File: config.mk
export PLATFORM = sky130hd
export DESIGN_NAME = mil1553_rx
export DESIGN_NICKNAME = d
export VERILOG_FILES = /design/src/common/mil1553_pkg.sv /design/src/hdl/rx_line_front.sv /design/src/word_decoder/sync_detector.sv /design/src/word_decoder/symbol_decoder.sv /design/src/hdl/rx_control.sv /design/src/hdl/mil1553_rx.sv
export SDC_FILE = /design/constraint.sdc
export NUM_CORES = 1
export LEC_CHECK = 0
export ABC_AREA = 1
export ABC_CLOCK_PERIOD_IN_PS = 2000
export BUFFER_PORTS_ARGS = -buffer_cell sky130_fd_sc_hd__buf_2
export CAP_MARGIN = 10
export CORE_AREA = 2 2 99 101
export CTS_BUF_LIST = sky130_fd_sc_hd__clkbuf_8
export DETAILED_ROUTE_END_ITERATION = 10
export DIE_AREA = 0 0 101 103
export PLACE_DENSITY = 0.69
export SLEW_MARGIN = 20
export SYNTH_ARGS = -nofsm -noshare
export SYNTH_HDL_FRONTEND = slang
export SYNTH_SLANG_ARGS = --single-unit
File: constraint.sdc
create_clock -name i_clk -period 2 [get_ports i_clk]
set_input_delay 0 -clock i_clk [delete_from_list [all_inputs] [get_ports i_clk]]
set_output_delay 0 -clock i_clk [all_outputs]
set_load 0.01 [all_outputs]
File: src/common/mil1553_pkg.sv
// MIL-STD-1553 receiver constants
// Clock and bus timing, window tolerance and word format

`default_nettype none

package mil1553_pkg;

    // ------------------------------------------------------------
    // Clock and bus rate
    // ------------------------------------------------------------
    localparam int unsigned CLK_FREQ_HZ = 250_000_000;  // 4 ns system clock
    localparam int unsigned BIT_RATE_HZ = 1_000_000;    // 1 Mbps bus

    localparam int unsigned TIMER_W = 10;  // Interval, phase and quiet timers

    // ------------------------------------------------------------
    // Chip timing in clock cycles
    // ------------------------------------------------------------
    // Two chips per Manchester bit
    localparam logic [TIMER_W-1:0] CYCLES_PER_CHIP  =
        TIMER_W'(CLK_FREQ_HZ / (2 * BIT_RATE_HZ));
    localparam logic [TIMER_W-1:0] CYCLES_HALF_CHIP = CYCLES_PER_CHIP / 2;  // Chip centre
    localparam logic [TIMER_W-1:0] CYCLES_TOL       = 10'd25;   // 100 ns early or late

    // Longest legal edge interval is four chips, data sync followed by a 1
    localparam logic [TIMER_W-1:0] CYCLES_TIMEOUT   =
        TIMER_W'(4 * CYCLES_PER_CHIP + CYCLES_TOL);
    localparam logic [TIMER_W-1:0] CYCLES_GAP       = 10'd250;  // Intermission after a word

    // ------------------------------------------------------------
    // Word format
    // ------------------------------------------------------------
    localparam int unsigned WORD_W     = 16;
    localparam int unsigned SYNC_CHIPS = 6;   // Three chips high, three low or inverse
    localparam int unsigned DATA_CHIPS = 34;  // 16 data bits and parity, two chips each

    localparam logic [SYNC_CHIPS-1:0] SYNC_CMD  = 6'b111000;  // Command or status
    localparam logic [SYNC_CHIPS-1:0] SYNC_DATA = ~SYNC_CMD;  // Data word

endpackage

`default_nettype wire

File: src/hdl/rx_line_front.sv
// MIL-STD-1553 receive line front end
// Synchronizes both transceiver rails, finds bus start and data edges,
// runs the chip phase timer and checks every edge interval

`default_nettype none

module rx_line_front (
    input  logic i_clk,
    input  logic i_reset,
    input  logic i_rx_pos,       // Positive rail, high for a high chip
    input  logic i_rx_neg,       // Negative rail, high for a low chip
    output logic o_line,         // Synchronized positive rail
    output logic o_bus_start,    // Bus left idle
    output logic o_edge,         // Data edge while active
    output logic o_chip_center,  // Sample strobe
    output logic o_edge_bad,     // Edge outside all windows
    output logic o_timeout,      // No edge for too long
    output logic o_quiet         // Intermission reached
);

    logic [1:0] pos_sync;
    logic [1:0] neg_sync;
    logic       active;
    logic       active_q;
    logic       start_now;
    logic       edge_now;
    logic       restart;
    logic       in_window;
    logic [mil1553_pkg::TIMER_W-1:0] interval_cnt;
    logic [mil1553_pkg::TIMER_W-1:0] phase_cnt;
    logic [mil1553_pkg::TIMER_W-1:0] phase_nxt;
    logic [mil1553_pkg::TIMER_W-1:0] quiet_cnt;

    assign active    = pos_sync[1] | neg_sync[1];               // Idle bus has both rails low
    assign start_now = active & ~active_q;
    assign edge_now  = active & active_q & (pos_sync[1] != o_line);
    assign restart   = start_now | edge_now;                    // DPLL realigns here

    // Phase wraps once per chip unless an edge pulls it back to zero
    always_comb begin
        phase_nxt = phase_cnt + 1'b1;
        if (restart || phase_cnt == mil1553_pkg::CYCLES_PER_CHIP - 1'b1) begin
            phase_nxt = '0;
        end
    end

    // ------------------------------------------------------------
    // Window check, k chips +/- tolerance for k = 1..4
    // ------------------------------------------------------------
    always_comb begin
        logic [mil1553_pkg::TIMER_W-1:0] centre;
        in_window = 1'b0;
        centre    = mil1553_pkg::CYCLES_PER_CHIP;
        for (int k = 0; k < 4; k++) begin
            if (interval_cnt >= centre - mil1553_pkg::CYCLES_TOL &&
                interval_cnt <= centre + mil1553_pkg::CYCLES_TOL) begin
                in_window = 1'b1;
            end
            centre = centre + mil1553_pkg::CYCLES_PER_CHIP;
        end
    end

    always_ff @(posedge i_clk) begin
        if (i_reset) begin
            pos_sync      <= '0;
            neg_sync      <= '0;
            active_q      <= 1'b0;
            o_line        <= 1'b0;
            o_bus_start   <= 1'b0;
            o_edge        <= 1'b0;
            o_chip_center <= 1'b0;
            o_edge_bad    <= 1'b0;
            o_timeout     <= 1'b0;
            o_quiet       <= 1'b0;
            interval_cnt  <= '0;
            phase_cnt     <= '0;
            quiet_cnt     <= '0;
        end else begin
            pos_sync <= {pos_sync[0], i_rx_pos};  // Two flop stages per rail
            neg_sync <= {neg_sync[0], i_rx_neg};
            active_q <= active;
            o_line   <= pos_sync[1];

            o_bus_start   <= start_now;
            o_edge        <= edge_now;
            o_edge_bad    <= edge_now & ~in_window;
            o_chip_center <= (phase_nxt == mil1553_pkg::CYCLES_HALF_CHIP);
            o_timeout     <= ~restart & (interval_cnt >= mil1553_pkg::CYCLES_TIMEOUT);
            o_quiet       <= ~active & (quiet_cnt >= mil1553_pkg::CYCLES_GAP);
            phase_cnt     <= phase_nxt;

            // Interval since last edge or start, saturates
            if (restart) begin
                interval_cnt <= '0;
            end else if (interval_cnt != '1) begin
                interval_cnt <= interval_cnt + 1'b1;
            end

            if (active) begin
                quiet_cnt <= '0;
            end else if (quiet_cnt != '1) begin
                quiet_cnt <= quiet_cnt + 1'b1;  // Idle time
            end
        end
    end

    a_phase_range : assert property (@(posedge i_clk) disable iff (i_reset)
        phase_cnt <= mil1553_pkg::CYCLES_PER_CHIP)
        else $error("rx_line_front phase counter out of range: %0d", phase_cnt);

endmodule

`default_nettype wire

File: src/word_decoder/sync_detector.sv
// MIL-STD-1553 sync detector
// Samples the six sync chips and tells command/status from data sync

`default_nettype none

module sync_detector (
    input  logic i_clk,
    input  logic i_reset,
    input  logic i_en,           // Held high for the sync field
    input  logic i_line,
    input  logic i_chip_center,
    output logic o_sync_done,    // Pulse, pattern matched
    output logic o_is_data,      // Data sync, valid with o_sync_done
    output logic o_sync_bad      // Pulse, neither pattern
);

    logic [2:0]                         chip_cnt;
    logic [mil1553_pkg::SYNC_CHIPS-1:0] chips;
    logic [mil1553_pkg::SYNC_CHIPS-1:0] pattern;
    logic                               match_cmd;
    logic                               match_data;

    // Pattern including the chip being sampled now, oldest chip in the MSB
    assign pattern    = {chips[mil1553_pkg::SYNC_CHIPS-2:0], i_line};
    assign match_cmd  = (pattern == mil1553_pkg::SYNC_CMD);
    assign match_data = (pattern == mil1553_pkg::SYNC_DATA);

    always_ff @(posedge i_clk) begin
        if (i_reset || !i_en) begin
            chip_cnt    <= '0;
            o_sync_done <= 1'b0;
            o_is_data   <= 1'b0;
            o_sync_bad  <= 1'b0;
        end else begin
            o_sync_done <= 1'b0;
            o_sync_bad  <= 1'b0;
            if (i_chip_center && chip_cnt < 3'(mil1553_pkg::SYNC_CHIPS)) begin
                chip_cnt <= chip_cnt + 1'b1;
                if (chip_cnt == 3'(mil1553_pkg::SYNC_CHIPS - 1)) begin  // Sixth chip
                    o_sync_done <= match_cmd | match_data;
                    o_sync_bad  <= ~(match_cmd | match_data);
                    o_is_data   <= match_data;
                end
            end
        end
    end

    // Chip shift register
    always_ff @(posedge i_clk) begin
        if (i_en && i_chip_center) begin
            chips <= pattern;
        end
    end

    a_chip_cnt : assert property (@(posedge i_clk) disable iff (i_reset)
        chip_cnt <= 3'(mil1553_pkg::SYNC_CHIPS))
        else $error("sync_detector chip count overrun: %0d", chip_cnt);

endmodule

`default_nettype wire

File: src/word_decoder/symbol_decoder.sv
// MIL-STD-1553 symbol decoder
// Pairs 34 centre-sampled chips into 16 data bits and a parity bit,
// rejects equal chip pairs and checks odd parity

`default_nettype none

module symbol_decoder (
    input  logic                           i_clk,
    input  logic                           i_reset,
    input  logic                           i_en,           // Held high for the data field
    input  logic                           i_line,
    input  logic                           i_chip_center,
    output logic                           o_word_done,    // Pulse after the parity bit
    output logic                           o_parity_ok,    // Odd parity held
    output logic                           o_symbol_bad,   // Pulse, illegal Manchester pair
    output logic [mil1553_pkg::WORD_W-1:0] o_word          // MSB received first
);

    logic [5:0] chip_cnt;    // Chips taken so far
    logic       first_chip;  // First half of current bit
    logic       second;      // Current strobe closes a pair
    logic       pair_bad;
    logic       last_pair;
    logic       parity_acc;  // XOR of data bits so far

    assign second    = chip_cnt[0];
    assign pair_bad  = second & (i_line == first_chip);
    assign last_pair = (chip_cnt == 6'(mil1553_pkg::DATA_CHIPS - 1));

    // ------------------------------------------------------------
    // Control, counters cleared while disabled
    // ------------------------------------------------------------
    always_ff @(posedge i_clk) begin
        if (i_reset || !i_en) begin
            chip_cnt     <= '0;
            parity_acc   <= 1'b0;
            o_word_done  <= 1'b0;
            o_symbol_bad <= 1'b0;
        end else begin
            o_word_done  <= 1'b0;
            o_symbol_bad <= 1'b0;
            if (i_chip_center && chip_cnt < 6'(mil1553_pkg::DATA_CHIPS)) begin
                chip_cnt <= chip_cnt + 1'b1;
                if (pair_bad) begin
                    o_symbol_bad <= 1'b1;
                end else if (second && last_pair) begin
                    o_word_done <= 1'b1;
                end else if (second) begin
                    parity_acc <= parity_acc ^ first_chip;
                end
            end
        end
    end

    // ------------------------------------------------------------
    // Payload
    // ------------------------------------------------------------
    always_ff @(posedge i_clk) begin
        if (i_en && i_chip_center) begin
            if (!second) begin
                first_chip <= i_line;  // Bit value is the first chip
            end else if (last_pair) begin
                o_parity_ok <= parity_acc ^ first_chip;  // 17 bits must XOR to one
            end else begin
                o_word <= {o_word[mil1553_pkg::WORD_W-2:0], first_chip};
            end
        end
    end

    a_done_xor_bad : assert property (@(posedge i_clk) disable iff (i_reset)
        !(o_word_done && o_symbol_bad))
        else $error("symbol_decoder word done and symbol error together");

endmodule

`default_nettype wire

File: src/hdl/rx_control.sv
// MIL-STD-1553 receive control
// Steps through sync, data and intermission, holds the word for the host
// and latches failure causes until cleared

`default_nettype none

module rx_control (
    input  logic                           i_clk,
    input  logic                           i_reset,
    input  logic                           i_bus_start,
    input  logic                           i_edge_bad,
    input  logic                           i_timeout,
    input  logic                           i_quiet,
    input  logic                           i_sync_done,
    input  logic                           i_is_data,
    input  logic                           i_sync_bad,
    input  logic                           i_word_done,
    input  logic                           i_parity_ok,
    input  logic                           i_symbol_bad,
    input  logic                           i_word_ready,  // Host takes the word
    input  logic                           i_fail_clear,  // Host acknowledges failure
    input  logic [mil1553_pkg::WORD_W-1:0] i_word,
    output logic                           o_sync_en,
    output logic                           o_data_en,
    output logic                           o_word_valid,
    output logic                           o_word_is_data,
    output logic                           o_fail,
    output logic                           o_fail_sync,
    output logic                           o_fail_manchester,
    output logic                           o_fail_parity,
    output logic                           o_fail_timing,
    output logic                           o_fail_timeout,
    output logic [mil1553_pkg::WORD_W-1:0] o_word
);

    enum logic [2:0] {IDLE, SYNC, DATA, GAP, DONE, FAIL} state, state_nxt;

    logic in_rx;
    logic cause_sync;
    logic cause_manchester;
    logic cause_parity;
    logic cause_timing;
    logic cause_timeout;
    logic any_cause;
    logic type_q;  // Sync type until the word completes

    // ------------------------------------------------------------
    // Failure causes, only while a word is coming in
    // ------------------------------------------------------------
    assign in_rx            = (state == SYNC) || (state == DATA);
    assign cause_sync       = (state == SYNC) & i_sync_bad;
    assign cause_manchester = (state == DATA) & i_symbol_bad;
    assign cause_parity     = (state == DATA) & i_word_done & ~i_parity_ok;
    assign cause_timing     = in_rx & i_edge_bad;
    assign cause_timeout    = in_rx & i_timeout;
    assign any_cause        = cause_sync | cause_manchester | cause_parity |
                              cause_timing | cause_timeout;

    always_comb begin
        state_nxt = state;
        case (state)
            IDLE:    if (i_bus_start) state_nxt = SYNC;
            SYNC:    if (any_cause) state_nxt = FAIL;
                     else if (i_sync_done) state_nxt = DATA;
            DATA:    if (any_cause) state_nxt = FAIL;
                     else if (i_word_done) state_nxt = GAP;
            GAP:     if (i_quiet) state_nxt = DONE;       // Bus must rest first
            DONE:    if (i_word_ready) state_nxt = IDLE;  // Bus ignored meanwhile
            FAIL:    if (i_fail_clear) state_nxt = IDLE;
            default: state_nxt = IDLE;
        endcase
    end

    always_ff @(posedge i_clk) begin
        if (i_reset) begin
            state <= IDLE;
        end else begin
            state <= state_nxt;
        end
    end

    // Flags are zero outside FAIL, so every cause of one cycle is kept
    always_ff @(posedge i_clk) begin
        if (i_reset || (state == FAIL && i_fail_clear)) begin
            o_fail_sync       <= 1'b0;
            o_fail_manchester <= 1'b0;
            o_fail_parity     <= 1'b0;
            o_fail_timing     <= 1'b0;
            o_fail_timeout    <= 1'b0;
        end else if (in_rx) begin
            o_fail_sync       <= cause_sync;
            o_fail_manchester <= cause_manchester;
            o_fail_parity     <= cause_parity;
            o_fail_timing     <= cause_timing;
            o_fail_timeout    <= cause_timeout;
        end
    end

    // Output word, loaded on the way into GAP
    always_ff @(posedge i_clk) begin
        if (state == SYNC && i_sync_done) begin
            type_q <= i_is_data;
        end
        if (state == DATA && state_nxt == GAP) begin
            o_word         <= i_word;
            o_word_is_data <= type_q;
        end
    end

    assign o_sync_en    = (state == SYNC);
    assign o_data_en    = (state == DATA);
    assign o_word_valid = (state == DONE);
    assign o_fail       = (state == FAIL);

    a_valid_not_fail : assert property (@(posedge i_clk) disable iff (i_reset)
        !(o_word_valid && o_fail))
        else $error("rx_control word valid during failure");

endmodule

`default_nettype wire

File: src/hdl/mil1553_rx.sv
// MIL-STD-1553 word receiver top level
// Line front end, sync and symbol decoders and receive control

`default_nettype none

module mil1553_rx (
    input  logic                           i_clk,
    input  logic                           i_reset,
    input  logic                           i_rx_pos,           // Transceiver rails
    input  logic                           i_rx_neg,
    input  logic                           i_word_ready,
    input  logic                           i_fail_clear,
    output logic                           o_word_valid,
    output logic [mil1553_pkg::WORD_W-1:0] o_word,
    output logic                           o_word_is_data,
    output logic                           o_fail,
    output logic                           o_fail_sync,
    output logic                           o_fail_manchester,
    output logic                           o_fail_parity,
    output logic                           o_fail_timing,
    output logic                           o_fail_timeout
);

    logic line;
    logic bus_start;
    logic chip_center;
    logic edge_bad;
    logic timeout;
    logic quiet;
    logic sync_en;
    logic data_en;
    logic sync_done;
    logic is_data;
    logic sync_bad;
    logic word_done;
    logic parity_ok;
    logic symbol_bad;
    logic [mil1553_pkg::WORD_W-1:0] word;

    // ------------------------------------------------------------
    // Line side
    // ------------------------------------------------------------
    rx_line_front u_front (
        .i_clk(i_clk), .i_reset(i_reset), .i_rx_pos(i_rx_pos), .i_rx_neg(i_rx_neg),
        .o_line(line), .o_bus_start(bus_start), .o_edge(),
        .o_chip_center(chip_center), .o_edge_bad(edge_bad), .o_timeout(timeout),
        .o_quiet(quiet)
    );

    sync_detector u_sync (
        .i_clk(i_clk), .i_reset(i_reset), .i_en(sync_en), .i_line(line),
        .i_chip_center(chip_center), .o_sync_done(sync_done), .o_is_data(is_data),
        .o_sync_bad(sync_bad)
    );

    symbol_decoder u_symbol (
        .i_clk(i_clk), .i_reset(i_reset), .i_en(data_en), .i_line(line),
        .i_chip_center(chip_center), .o_word_done(word_done), .o_parity_ok(parity_ok),
        .o_symbol_bad(symbol_bad), .o_word(word)
    );

    // ------------------------------------------------------------
    // Host side
    // ------------------------------------------------------------
    rx_control u_ctrl (
        .i_clk(i_clk), .i_reset(i_reset), .i_bus_start(bus_start),
        .i_edge_bad(edge_bad), .i_timeout(timeout), .i_quiet(quiet),
        .i_sync_done(sync_done), .i_is_data(is_data), .i_sync_bad(sync_bad),
        .i_word_done(word_done), .i_parity_ok(parity_ok), .i_symbol_bad(symbol_bad),
        .i_word_ready(i_word_ready), .i_fail_clear(i_fail_clear), .i_word(word),
        .o_sync_en(sync_en), .o_data_en(data_en), .o_word_valid(o_word_valid),
        .o_word_is_data(o_word_is_data), .o_fail(o_fail), .o_fail_sync(o_fail_sync),
        .o_fail_manchester(o_fail_manchester), .o_fail_parity(o_fail_parity),
        .o_fail_timing(o_fail_timing), .o_fail_timeout(o_fail_timeout), .o_word(o_word)
    );

endmodule

`default_nettype wire

-- After elaboration in Yosys (flattened, before gate mapping)
Cells that the tools add are included.
- add/subtract/negate cells: 5
- $lt $le $gt $ge: 12
- equality and inequality tests: 16
- mux-type cells: 16
- bitwise logic cells: 34
- reduce and logical (&&, ||, !) cells: 30
- operators with widths (kind ; number):
    10-bit by 1-bit adder with 10-bit output (second input constant) ; 3
    3-bit 2-to-1 mux ; 8
    10-bit by 8-bit >= comparator with 1-bit output (second input constant) ; 2
    10-bit by 9-bit >= comparator with 1-bit output (second input constant) ; 2
    10-bit by 9-bit less-or-equal comparator with 1-bit output (second input constant) ; 2
    10-bit != test (second input constant) ; 2
    3-bit case mux with 6 select lines ; 1
    1-bit AND ; 13
    1-bit inverter ; 13
    6-bit == test (second input constant) ; 2
    1-bit logical AND ; 12
    10-bit by 6-bit == test with 1-bit output (second input constant) ; 1
    10-bit by 7-bit == test with 1-bit output (second input constant) ; 1
    10-bit >= comparator (second input constant) ; 1
    10-bit by 7-bit >= comparator with 1-bit output (second input constant) ; 1
    10-bit less-or-equal comparator (second input constant) ; 1
    10-bit by 8-bit less-or-equal comparator with 1-bit output (second input constant) ; 1
    10-bit 2-to-1 mux ; 1
    3-bit by 2-bit == test with 1-bit output (second input constant) ; 3
    3-bit == test (second input constant) ; 3
    1-bit bitwise OR ; 7
    6-bit by 1-bit adder with 6-bit output (second input constant) ; 1
    6-bit by 3-bit == test with 1-bit output (second input constant) ; 1
    6-bit less-than comparator (second input constant) ; 1
    15 further kinds ; 30
- register bits after elaboration: 105

-- Longest topological paths before layout
Gate-level depths: netlist of run 1.
- word-level depth: 10
- gate-level depth with buffers: 11
- gate-level depth less buffers: 11

-- By module
From an unflattened synthesis of run 1, not the netlist that was laid out.
- cells, all modules: 549
- area, all modules: 4770.8 µm²
- by module, submodules not included (module ; instances ; cells each ; area each (µm²) ; seq. area each (µm²)):
    rx_line_front ; 1 ; 304 ; 2200.9 ; 840.8
    symbol_decoder ; 1 ; 90 ; 1048.5 ; 720.7
    rx_control ; 1 ; 92 ; 1013.5 ; 700.7
    sync_detector ; 1 ; 63 ; 508.0 ; 270.3

-- Least setup slack after synthesis of run 1
Ideal clock, no wire load.
- kind: flip-flop to flip-flop
- start: register u_ctrl.state[2] in the netlist's numbering
- end: register u_ctrl.o_word[0] in the netlist's numbering, enable pin
- library setup time: 388 ps
- data arrival time: 1738 ps
- setup slack: -126 ps
- cell stages (with the launch flop): 7
- period minus slack after synthesis: 2126 ps
- cell sequence: dfxtp_1 > inv_1 > nor3_2 > nand2_1 > o211ai_1 > nor2_1 > nor3_2
- RTL lines (element ; line ; RTL):
    from (decl) ; rx_control.sv:36 ; enum logic [2:0] {IDLE, SYNC, DATA, GAP, DONE, FAIL} state, state_nxt;
    from (signal assigned) ; rx_control.sv:78 ; state <= state_nxt;
    3-bit == test ; n/a ;
    via o_fail ; mil1553_rx.sv:16 ; output logic o_fail,
    3-bit case mux with 6 select lines ; rx_control.sv:61 ; case (state)
    3-bit by 2-bit == test with 1-bit output ; rx_control.sv:104 ; if (state == DATA && state_nxt == GAP) begin
    1-bit logical AND ; rx_control.sv:104 ;
    to (signal assigned) ; rx_control.sv:105 ; o_word <= i_word;
    to (decl) ; rx_control.sv:33 ; output logic [mil1553_pkg::WORD_W-1:0] o_word
The timed path passes the listed nets, and every way through them passes these cells.
A chain may end at the register's enable or synchronous reset.

-- Final worst setup path of run 1
- start: register u_ctrl.state[0] in the netlist's numbering
- end: register u_ctrl.o_word[11] in the netlist's numbering, enable pin
- cells in the longest elaborated chain, start to end: 10
- ends and longest elaborated chain (element ; line ; RTL):
    3-bit by 1-bit == test with 1-bit output / 3-bit by 2-bit == test with 1-bit output (equally long branches) ; n/a ;
    1-bit AND (on tied branches) ; rx_control.sv:51, rx_control.sv:52, rx_control.sv:53 ;
    1-bit bitwise OR / 1-bit AND (equally long branches) ; rx_control.sv:56, rx_control.sv:53 ;
    1-bit bitwise OR (2 in a row) ; rx_control.sv:56 ; assign any_cause = cause_sync | cause_manchester | cause_parity |
    1-bit bitwise OR ; rx_control.sv:57 ; cause_timing | cause_timeout;
    3-bit 2-to-1 mux (on tied branches) ; rx_control.sv:65, rx_control.sv:63 ;
    3-bit case mux with 6 select lines ; rx_control.sv:61 ;
    3-bit by 2-bit == test with 1-bit output ; rx_control.sv:104 ;
    1-bit logical AND * ; rx_control.sv:104 ;
Mark *: on every way between the ends. The rest lies on a longest branch, timed or not.

==> impl_metrics.csv, run 1 <==
group,metric,value,unit
cells_and_area,area_delta_synth_final,11.8,%
sta,holdWs,0.0492,ns
global_routing,overflow,0,
clock_network,h-tree-depth,3,
floorplan,core_area,9460,sq um
detailed_routing,dr_total_vias,3329,
cells_and_area,drive_gt1_share,16.2,%
worst_setup_path,r2r_slack,0.21,ns
floorplan,die_h,103,um
status,outcome,"finished clean",
synthesis,synthesis.instances,504,
placed_design,numPortBuffers,29,
cells_and_area,stdcell_count,662,
synthesis,synth_common_cells,"84 x nand2_1, 67 x inv_1, 64 x dfxtp_1",
synthesis,async_flop_share,0,%
global_routing,first_global_vias,3060,
worst_setup_path,r2r-end,"u_ctrl.o_word[11]",
sta,fin_skew,0.0201,ns
hold_path,min_from,"i_reset",
placed_design,dp_cells,643,
detailed_routing,drc,0,
worst_setup_path,reg2reg_from,"u_ctrl.state[0]",
cells_and_area,finalNetCount,561,
run,cap_violations,0,
global_routing,grt_max_degree,23,
detailed_routing,firstDrtPassIters,4,
clock_network,cts.clk_slew.worst_paths,0.11,ns
placed_design,dpl.hpwl,5.91,mm
detailed_routing,drt-wirelength-per-cell,12.1,um
worst_setup_path,crit_type,"reg -> reg",
power,power,3.73,mW
power,ir_worst_vdd,325,uV
clock_network,clock_sinks,105,
synthesis,ys.flop_type,"dfxtp_1",
worst_setup_path,cp_max_fo,17,
synthesis,synth_area_leader_cell,"dfxtp_1",
clock_network,clk_path_buf_depth,2,
detailed_routing,ant_nets,0,
synthesis,yosysWarnings,0,
detailed_routing,first_iter_violations,120,
worst_setup_path,worstRegToRegCells,7,
floorplan,io_pins,30,
placed_design,place_congestion,0.835,
sta,period_share,89.7,%
global_routing,antenna_found_initial,0,
synthesis,ys_ff_latch,105,
synthesis,syn_avg_cell_area,9.05,sq um
detailed_routing,drt-total-wl,8.01,mm
floorplan,initial_core_util,48.2,%
synthesis,post-synth-top-area-fraction,28.1,%
sta,hold_viol_final,0,
sta,max_slew_margin,70.5,%
global_routing,grt_usage,16.5,%
floorplan,num_rows,36,
synthesis,yosysSeqAreaShare,55.1,%
synthesis,syn_nets,522,
worst_setup_path,cp.required,2.09,ns
sta,setup_viol,0,
cells_and_area,diodes,0,
power,power.density,731,nW/um^2
synthesis,yosys-top-cells-area,"dfxtp_1 28%, edfxtp_1 27%, nand2_1 6.9%",
clock_network,cts-resized-gates,0,
worst_setup_path,crit_arrival,1.88,ns
sta,slew_violations,0,
clock_network,clk_latency,0.38,ns
clock_network,tritoncts,"yes",
worst_setup_path,worst_setup_path_end_kind,"flip-flop",
synthesis,synth_most_common_cell,"nand2_1",
detailed_routing,vias_per_cell,5.03,
synthesis,syn_area,4560,sq um
worst_setup_path,cp-start-kind,"flip-flop",
clock_network,cts-buffers-inserted,9,
sta,fmax,557,MHz
hold_path,hold_depth,2,
floorplan,die-area,10400,sq um
synthesis,synth_edf_count,41,
global_routing,grt_pass1_wl,13.7,mm
hold_path,hold_path_end,"u_front.neg_sync[1]",
power,power.leakage,2.02,nW
sta,rsz0062_at_grt,"false",
sta,totalNegativeSetupSlack,0,ns
sta,min_period,1.79,ns
floorplan,die_w,101,um
hold_path,hp-class,"in -> reg",
clock_network,root_buffer,"clkbuf_8",
sta,worstMarginPinSlew,0.442,ns
synthesis,yosysUniqueCellTypes,41,
[flip-flops by register name (all words and copies together), names as in the netlist, 2 cells and up]
register	flops
u_front.pos_sync	2
u_sync.chips	5
u_symbol.o_word	16
u_sync.chip_cnt	3
u_front.phase_cnt	10
u_front.interval_cnt	10
u_ctrl.state	3
u_ctrl.o_word	16
u_symbol.chip_cnt	6
u_front.neg_sync	2
u_front.quiet_cnt	10
[layer usage]
layer  up-vias  global-route usage [%]  wire (um)
li1       1748                       -          -
met1      1517                    22.5       4070
met2        53                    26.7       3580
met3        11                    2.58        240
met4         0                    6.55        123
met5         -                       0          0
[where the power goes]
group | internal [mW] | total, mW | leakage, nW | switching (mW)
logic | 0.0439 | 0.127 | 1.03 | 0.0830
clock network | 0.511 | 1.35 | 0.107 | 0.839
registers | 2.22 | 2.25 | 0.882 | 0.0252
[timing repair]
action                    4_1_cts  5_1_grt
hold buffers                    3        0
hold endpoints to repair        3        0
buffers inserted                0        0
[placed cells by master (no fill, tap or decap), types with 3 or more instances in the layout]
cell type / instances
xnor2_1: 3
o21ai_1: 7
nor2_1: 59
inv_2: 9
nor3_2: 3
nor4_1: 5
nand2_2: 6
o21ai_0: 19
nand2_1: 84
dfxtp_1: 64
a31oi_1: 7
clkinv_8: 3
dlygate4sd3_1: 3
nor3_1: 11
xor2_1: 4
a21oi_1: 22
ha_1: 12
nand3_1: 27
buf_2: 29
clkbuf_8: 9
nor2_4: 4
or2_2: 5
nand3_2: 3
edfxtp_1: 41
nand4_1: 13
inv_1: 67
[worst max-delay path by stage]
stage / startpoint / end / depth (start not counted)
3_3_place_gp: u_ctrl.state[0] / u_ctrl.o_word[2] / 7
5_1_grt: u_ctrl.state[0] / u_ctrl.o_word[12] / 7
2_1_floorplan: u_ctrl.state[2] / u_ctrl.o_word[0] / 6
4_1_cts: u_ctrl.state[2] / u_ctrl.o_word[12] / 7
3_5_place_dp: u_ctrl.state[2] / u_ctrl.o_word[4] / 7
6_report: u_ctrl.state[0] / u_ctrl.o_word[11] / 7
[final cells by class]
type,count,area (sq um)
Timing Repair Buffer,34,203
Sequential cell,105,2510
Clock inverter,7,88.8
Multi-Input combinational cell,317,1740
Tap cell,114,143
Fill cell,877,4360
Clock buffer,9,124
Inverter,76,285
[metrics by stage]
stage / setup slack, ns / area (sq um) / utilization, %
finish: 0.206 / 5100 / 53.9
global route: 0.0557 / 5100 / 53.9
CTS: 0.193 / 5100 / 53.9
detailed placement: 0.210 / 4860 / 51.3
global placement: 0.299 / 4860 / 51.3
floorplan: 0.106 / 4570 / -
[logic make-up (layout without fill, tap and decap cells)]
| logic type | count (synthesis) | after routing | synth area share (%) |
|---|---|---|---|
| simple gates | 234 | 234 | 25.4 |
| fa+ha+maj | 12 | 12 | 3.29 |
| flops | 105 | 105 | 55.1 |
| compound gates | 64 | 64 | 8.04 |
| buf+inv | 82 | 126 | 6.83 |
| xor+xnor | 7 | 7 | 1.34 |
[critical path, stage by stage (launching register included)]
cell	delay, ns
dfxtp_1	0.51
nor3_4	0.10
inv_2	0.12
nand2_2	0.08
o21ai_1	0.15
nand2_1	0.16
nor3_4	0.22
buf_12	0.18
(Power assumes the default switching activity.)
==> run 2: changes to the inputs <==
--- a/config.mk
+++ b/config.mk
@@ -5,15 +5,15 @@
 export SDC_FILE = /design/constraint.sdc
 export NUM_CORES = 1
 export LEC_CHECK = 0
-export ABC_AREA = 1
-export ABC_CLOCK_PERIOD_IN_PS = 2000
+export ABC_CLOCK_PERIOD_IN_PS = 2300
 export BUFFER_PORTS_ARGS = -buffer_cell sky130_fd_sc_hd__buf_2
 export CAP_MARGIN = 10
-export CORE_AREA = 2 2 99 101
+export CORE_AREA = 2 2 98 100
 export CTS_BUF_LIST = sky130_fd_sc_hd__clkbuf_8
 export DETAILED_ROUTE_END_ITERATION = 10
-export DIE_AREA = 0 0 101 103
-export PLACE_DENSITY = 0.69
+export DIE_AREA = 0 0 100 102
+export PLACE_DENSITY = 0.67
+export SETUP_SLACK_MARGIN = 0.15
 export SLEW_MARGIN = 20
 export SYNTH_ARGS = -nofsm -noshare
 export SYNTH_HDL_FRONTEND = slang
==> constraint.sdc (replaced) <==
create_clock -name i_clk -period 2.3 [get_ports i_clk]
set_input_delay 0 -clock i_clk [delete_from_list [all_inputs] [get_ports i_clk]]
set_output_delay 0 -clock i_clk [all_outputs]
set_load 0.01 [all_outputs]
==> impl_metrics.csv, run 2 <==
group,metric,value,unit
status,outcome,"finished clean",
floorplan,core_area,9110,sq um
sta,hold_viol_final,0,
cells_and_area,area_delta_synth_final,10.1,%
power,power.leakage,1.73,nW
worst_setup_path,cp_max_fo,17,
floorplan,die_h,102,um
synthesis,synth_edf_count,41,
synthesis,synthesis.instances,438,
run,cap_violations,0,
sta,rsz0062_at_grt,"false",
detailed_routing,drc,0,
synthesis,ys.flop_type,"dfxtp_1",
sta,totalNegativeSetupSlack,0,ns
placed_design,placed_cell_area,4720,sq um
global_routing,grt_usage,15.5,%
floorplan,num_rows,35,
sta,timing.final.ws_setup,0.293,ns
synthesis,syn_area,4510,sq um
cells_and_area,num-fill-cells,806,
clock_network,cts.clk_slew.worst_paths,0.10,ns
placed_design,dp_slack,0.226,ns
cells_and_area,final_area,4970,sq um
clock_network,root_buffer,"clkbuf_8",
power,power_frac_clock,34.9,%
cells_and_area,mostFrequentLayoutCell,"dfxtp_1",
worst_setup_path,crit_arrival,2.06,ns
detailed_routing,drt-wirelength-per-cell,13.0,um
synthesis,ys_ff_latch,105,
clock_network,tritoncts,"yes",
detailed_routing,firstDrtPassIters,4,
synthesis,post-synth-top-area-fraction,28.4,%
hold_path,hp-class,"in -> reg",
worst_setup_path,worst_setup_path_end_kind,"flip-flop",
power,p_sw_share,21.8,%
clock_network,cts-buffers-inserted,9,
cells_and_area,multi_input_area,1840,sq um
detailed_routing,first_iter_violations,185,
sta,min_period,2.01,ns
detailed_routing,vias_per_cell,5.38,
cells_and_area,stdcell_count,582,
synthesis,yosysWarnings,0,
synthesis,yosysUniqueCellTypes,59,
synthesis,async_flop_share,0,%
power,power.density,639,nW/um^2
placed_design,numPortBuffers,29,
synthesis,syn_nets,456,
sta,fin_skew,0.0141,ns
sta,max_slew_margin,67.4,%
sta,worstMarginPinSlew,0.489,ns
cells_and_area,final_cell_mix,"63 x dfxtp_1, 58 x nor2_1, 41 x edfxtp_1",
synthesis,synth_area_leader_cell,"dfxtp_1",
placed_design,dpl.hpwl,5.28,mm
cells_and_area,finalNetCount,484,
sta,holdWs,0.0736,ns
detailed_routing,dr_total_vias,3133,
global_routing,grt_max_degree,20,
floorplan,die_w,100,um
synthesis,synth_common_cells,"64 x dfxtp_1, 58 x nor2_1, 41 x edfxtp_1",
synthesis,yosysSeqAreaShare,55.7,%
cells_and_area,postLayoutCoreUtil,54.5,%
cells_and_area,reg.largest.list,"u_ctrl.o_word: 16 flops, u_symbol.o_word: 16 flops",
clock_network,clk_path_buf_depth,2,
global_routing,grt_pass1_wl,12.9,mm
sta,slew_violations,0,
global_routing,antenna_found_initial,0,
synthesis,synth_most_common_cell,"dfxtp_1",
power,p_seq_share,61.8,%
detailed_routing,drt-total-wl,7.55,mm
clock_network,clk_latency,0.36,ns
cells_and_area,ff_latch_area,2510,sq um
global_routing,overflow,0,
sta,fmax,498,MHz
power,power,3.17,mW
worst_setup_path,cp.required,2.35,ns
global_routing,first_global_vias,2891,
synthesis,syn_avg_cell_area,10.3,sq um
power,comb_power_share,3.3,%
cells_and_area,diodes,0,
cells_and_area,drive_gt1_share,11.3,%
sta,setup_viol,0,
power,intPower,2.48,mW
placed_design,dp_cells,561,
synthesis,yosys-top-cells-area,"dfxtp_1 28%, edfxtp_1 27%, nor2_1 4.8%",
placed_design,place_congestion,0.807,
detailed_routing,ant_nets,0,
floorplan,die-area,10200,sq um
floorplan,io_pins,30,
clock_network,clock_sinks,105,
sta,period_share,87.3,%
clock_network,h-tree-depth,3,
floorplan,initial_core_util,49.5,%
power,p_switching,0.691,mW
power,ir_worst_vdd,380,uV
worst_setup_path,crit_type,"reg -> reg",
worst_setup_path,cp-start-kind,"flip-flop",
-- run 2: changes by cell type after synthesis, sizes merged, moves of 8 or more --
cell and change:
inv -59, nand4 -9, nand3 -10, xor2 +9, nor2b +10, xnor2 +13, o21ai -9, nor2 -8
buf +8, nand2 -68
-- run 2: routing by layer --
metal / up-vias / track usage [%] / wire length [um]
met3: 9 / 3.08 / 287
met2: 71 / 25.3 / 3300
li1: 1614 / - / -
met4: 0 / 6.32 / 114
met5: - / 0 / 0
met1: 1439 / 20.6 / 3850
-- run 2: worst max-delay path: stages (launching register included) --
cell and delay [ns]:
dfxtp_1 0.63, nand2_1 0.20, o32ai_1 0.33, nor2_1 0.12
nor3_4 0.17, buf_4 0.26
-- run 2: final timing paths --
kind,slack [ns],cells after the start,end,start
min reg2reg,0.43,0,u_ctrl.o_word[15],u_symbol.o_word[15]
max,0.29,5,u_ctrl.o_word[3],u_ctrl.state[1]
min,0.07,4,u_ctrl.state[2],i_word_ready
max reg2reg,0.29,5,u_ctrl.o_word[3],u_ctrl.state[1]
-- run 2: logic make-up (layout without fill, tap and decap cells) --
kind of cell / count (synthesis) / in the layout / synth area share (%)
compound gates: 73 / 73 / 10.5
xor+xnor: 29 / 29 / 5.80
fa+ha+maj: 12 / 12 / 3.33
buf+inv: 37 / 70 / 3.80
flops: 105 / 105 / 55.7
mux: 2 / 2 / 0.444
simple gates: 180 / 180 / 20.4
-- run 2: timing repair --
| item | 4_1_cts | 5_1_grt |
|---|---|---|
| setup endpoints to repair | 0 | 17 |
| resized for setup | 0 | 1 |
| hold buffers | 5 | 0 |
| hold endpoints to repair | 8 | 0 |
| buffers inserted | 0 | 0 |
-- run 2: cell type report --
| type | count | area share, % |
|---|---|---|
| clock buffer | 9 | 2.49 |
| clock inverter | 7 | 1.39 |
| inverter | 17 | 1.28 |
| multi-input combinational | 296 | 37.1 |
| sequential | 105 | 50.6 |
| tap | 111 | 2.80 |
| timing repair buffer | 37 | 4.38 |
-- run 2: power by group through the flow --
stage                     sequential, mW  clock (mW)  combinational (mW)
after floorplan                     1.99           0              0.0881
after global placement              2.00           0              0.0972
after detailed placement            2.00           0              0.0981
after CTS                           1.96        1.15               0.105
after global routing                1.97        1.22               0.119
final                               1.96        1.11               0.104
==> run 3: changes to the inputs <==
--- a/config.mk
+++ b/config.mk
@@ -5,15 +5,15 @@
 export SDC_FILE = /design/constraint.sdc
 export NUM_CORES = 1
 export LEC_CHECK = 0
-export ABC_CLOCK_PERIOD_IN_PS = 2300
+export ABC_CLOCK_PERIOD_IN_PS = 2500
 export BUFFER_PORTS_ARGS = -buffer_cell sky130_fd_sc_hd__buf_2
 export CAP_MARGIN = 10
 export CORE_AREA = 2 2 98 100
 export CTS_BUF_LIST = sky130_fd_sc_hd__clkbuf_8
 export DETAILED_ROUTE_END_ITERATION = 10
 export DIE_AREA = 0 0 100 102
+export GPL_TIMING_DRIVEN = 0
 export PLACE_DENSITY = 0.67
-export SETUP_SLACK_MARGIN = 0.15
 export SLEW_MARGIN = 20
 export SYNTH_ARGS = -nofsm -noshare
 export SYNTH_HDL_FRONTEND = slang
==> constraint.sdc (replaced) <==
create_clock -name i_clk -period 2.5 [get_ports i_clk]
set_input_delay 0 -clock i_clk [delete_from_list [all_inputs] [get_ports i_clk]]
set_output_delay 0 -clock i_clk [all_outputs]
set_load 0.01 [all_outputs]
==> impl_metrics.csv, run 3 (synthesized netlist as in run 2, its figures left out) <==
group,metric,value,unit
status,outcome,"finished clean",
cells_and_area,reg.largest.list,"u_ctrl.o_word: 16 flops, u_symbol.o_word: 16 flops",
clock_network,cts.clk_slew.worst_paths,0.10,ns
cells_and_area,postLayoutCoreUtil,56.1,%
clock_network,clk_path_buf_depth,2,
worst_setup_path,cp_max_fo,16,
worst_setup_path,cp_cell_sequence,"buf_2, inv_2, nor3_1, nand3_1, nor2b_2",
global_routing,grt_usage,16.0,%
worst_setup_path,crit_family,"simple AND/OR/NAND/NOR gates",
sta,fmax,442,MHz
sta,worstMarginPinSlew,0.725,ns
global_routing,grt_pass1_wl,13.2,mm
cells_and_area,final_area,5110,sq um
detailed_routing,vias_per_cell,5.41,
worst_setup_path,cp-start-kind,"flip-flop",
detailed_routing,dr_total_vias,3234,
power,ir_worst_vdd,325,uV
sta,holdWs,0.0515,ns
worst_setup_path,critPathMaxStageDelay,0.62,ns
floorplan,num_rows,35,
floorplan,die-area,10200,sq um
floorplan,initial_core_util,49.5,%
worst_setup_path,cp_slowest_cell,"nor2b_2",
floorplan,die_w,100,um
run,cap_violations,0,
global_routing,grt_max_degree,19,
detailed_routing,ant_nets,0,
sta,totalNegativeSetupSlack,0,ns
detailed_routing,firstDrtPassIters,4,
detailed_routing,first_iter_violations,145,
clock_network,tritoncts,"yes",
sta,fin_skew,0.0146,ns
placed_design,dp_cells,578,
sta,max_slew_margin,51.4,%
worst_setup_path,crit_arrival,2.26,ns
placed_design,dpl.hpwl,5.56,mm
clock_network,cts-buffers-inserted,9,
global_routing,first_global_vias,3054,
cells_and_area,final_cell_mix,"64 x dfxtp_1, 58 x nor2_1, 41 x edfxtp_1",
worst_setup_path,worst_setup_path_end_kind,"flip-flop",
cells_and_area,diodes,0,
worst_setup_path,cp.required,2.49,ns
hold_path,hp-class,"in -> reg",
floorplan,die_h,102,um
worst_setup_path,cp_num_buf_inv,2,
global_routing,overflow,0,
global_routing,antenna_found_initial,0,
sta,rsz0062_at_grt,"false",
worst_setup_path,crit_type,"reg -> reg",
power,power.density,619,nW/um^2
sta,min_period,2.26,ns
placed_design,placed_cell_area,4810,sq um
sta,hold_viol_final,0,
cells_and_area,finalNetCount,500,
power,power.leakage,1.80,nW
cells_and_area,area_delta_synth_final,13.2,%
sta,slew_violations,0,
detailed_routing,drt-wirelength-per-cell,13.0,um
sta,setup_viol,0,
placed_design,numPortBuffers,29,
clock_network,h-tree-depth,3,
cells_and_area,mostFrequentLayoutCell,"dfxtp_1",
detailed_routing,drc,0,
cells_and_area,stdcell_count,598,
cells_and_area,num-fill-cells,781,
clock_network,clk_latency,0.36,ns
clock_network,clock_sinks,105,
clock_network,cts-resized-gates,0,
placed_design,place_congestion,0.846,
sta,period_share,90.5,%
cells_and_area,drive_gt1_share,12.9,%
floorplan,io_pins,30,
floorplan,core_area,9110,sq um
detailed_routing,drt-total-wl,7.76,mm
clock_network,root_buffer,"clkbuf_8",
-- run 3: changes by cell type in the layout (fill, tap and decap cells not counted) --
| cell | change |
|---|---|
| buf_2 | +8 |
| dfxtp_2 | -1 |
| clkbuf_1 | +9 |
| buf_12 | +1 |
| dfxtp_1 | +1 |
| bufinv_16 | +2 |
| inv_1 | -1 |
| buf_6 | +3 |
| dlygate4sd3_1 | -2 |
| clkinvlp_4 | +1 |
| clkinv_1 | -1 |
| buf_4 | -3 |
| clkinv_2 | -1 |
-- run 3: stage by stage --
| step | power [mW] | setup WS, ns |
|---|---|---|
| finish | 3.16 | 0.238 |
| global route | 3.26 | 0.0297 |
| CTS | 3.20 | 0.162 |
| detailed placement | 1.95 | 0.172 |
| global placement | 1.94 | -0.134 |
| floorplan | 1.91 | 0.265 |
-- run 3: worst paths after layout --
path | startpoint | endpoint | slack, ns | depth (start not counted)
max reg2reg | u_ctrl.state[1] | u_symbol.o_word[8] | 0.24 | 5
min | i_fail_clear | u_ctrl.o_fail_timeout | 0.05 | 3
min reg2reg | u_symbol.o_word[15] | u_ctrl.o_word[15] | 0.44 | 0
max | u_ctrl.state[1] | u_symbol.o_word[8] | 0.24 | 5
-- run 3: final cells by class --
cell class / count / area (sq um) / area share, %
Sequential cell: 105 / 2510 / 49.2
Multi-Input combinational cell: 296 / 1840 / 36.0
Timing Repair Buffer: 33 / 195 / 3.82
Tap cell: 111 / 139 / 2.72
Clock buffer: 9 / 124 / 2.43
Clock inverter: 7 / 124 / 2.43
Buffer: 20 / 108 / 2.11
Inverter: 17 / 63.8 / 1.25
-- run 3: metal layers --
metal  track usage, %  vias to the layer above  share of wire, %  routed length [um]
li1                 -                     1650                 -                   -
met1             19.8                     1512                48                3720
met5                0                        -                 0                   0
met2             27.7                       61                47                3640
met4             6.85                        0               1.6                 123
met3             2.74                       11               3.5                 269
-- run 3: power breakdown --
group	internal [mW]	switching, mW	total (mW)
combinational	0.0467	0.0646	0.111
sequential	1.78	0.0195	1.80
clock	0.674	0.576	1.25
total	2.50	0.660	3.16
-- run 3: timing repair --
item / CTS / global route
hold endpoints to repair: 3 / 0
hold buffers: 3 / 0
setup buffers: 0 / 1
setup endpoints to repair: 0 / 17
-- run 3: worst min-delay path: stages --
cell and delay (ns):
buf_2 0.11, a21o_1 0.21, a21oi_1 0.06
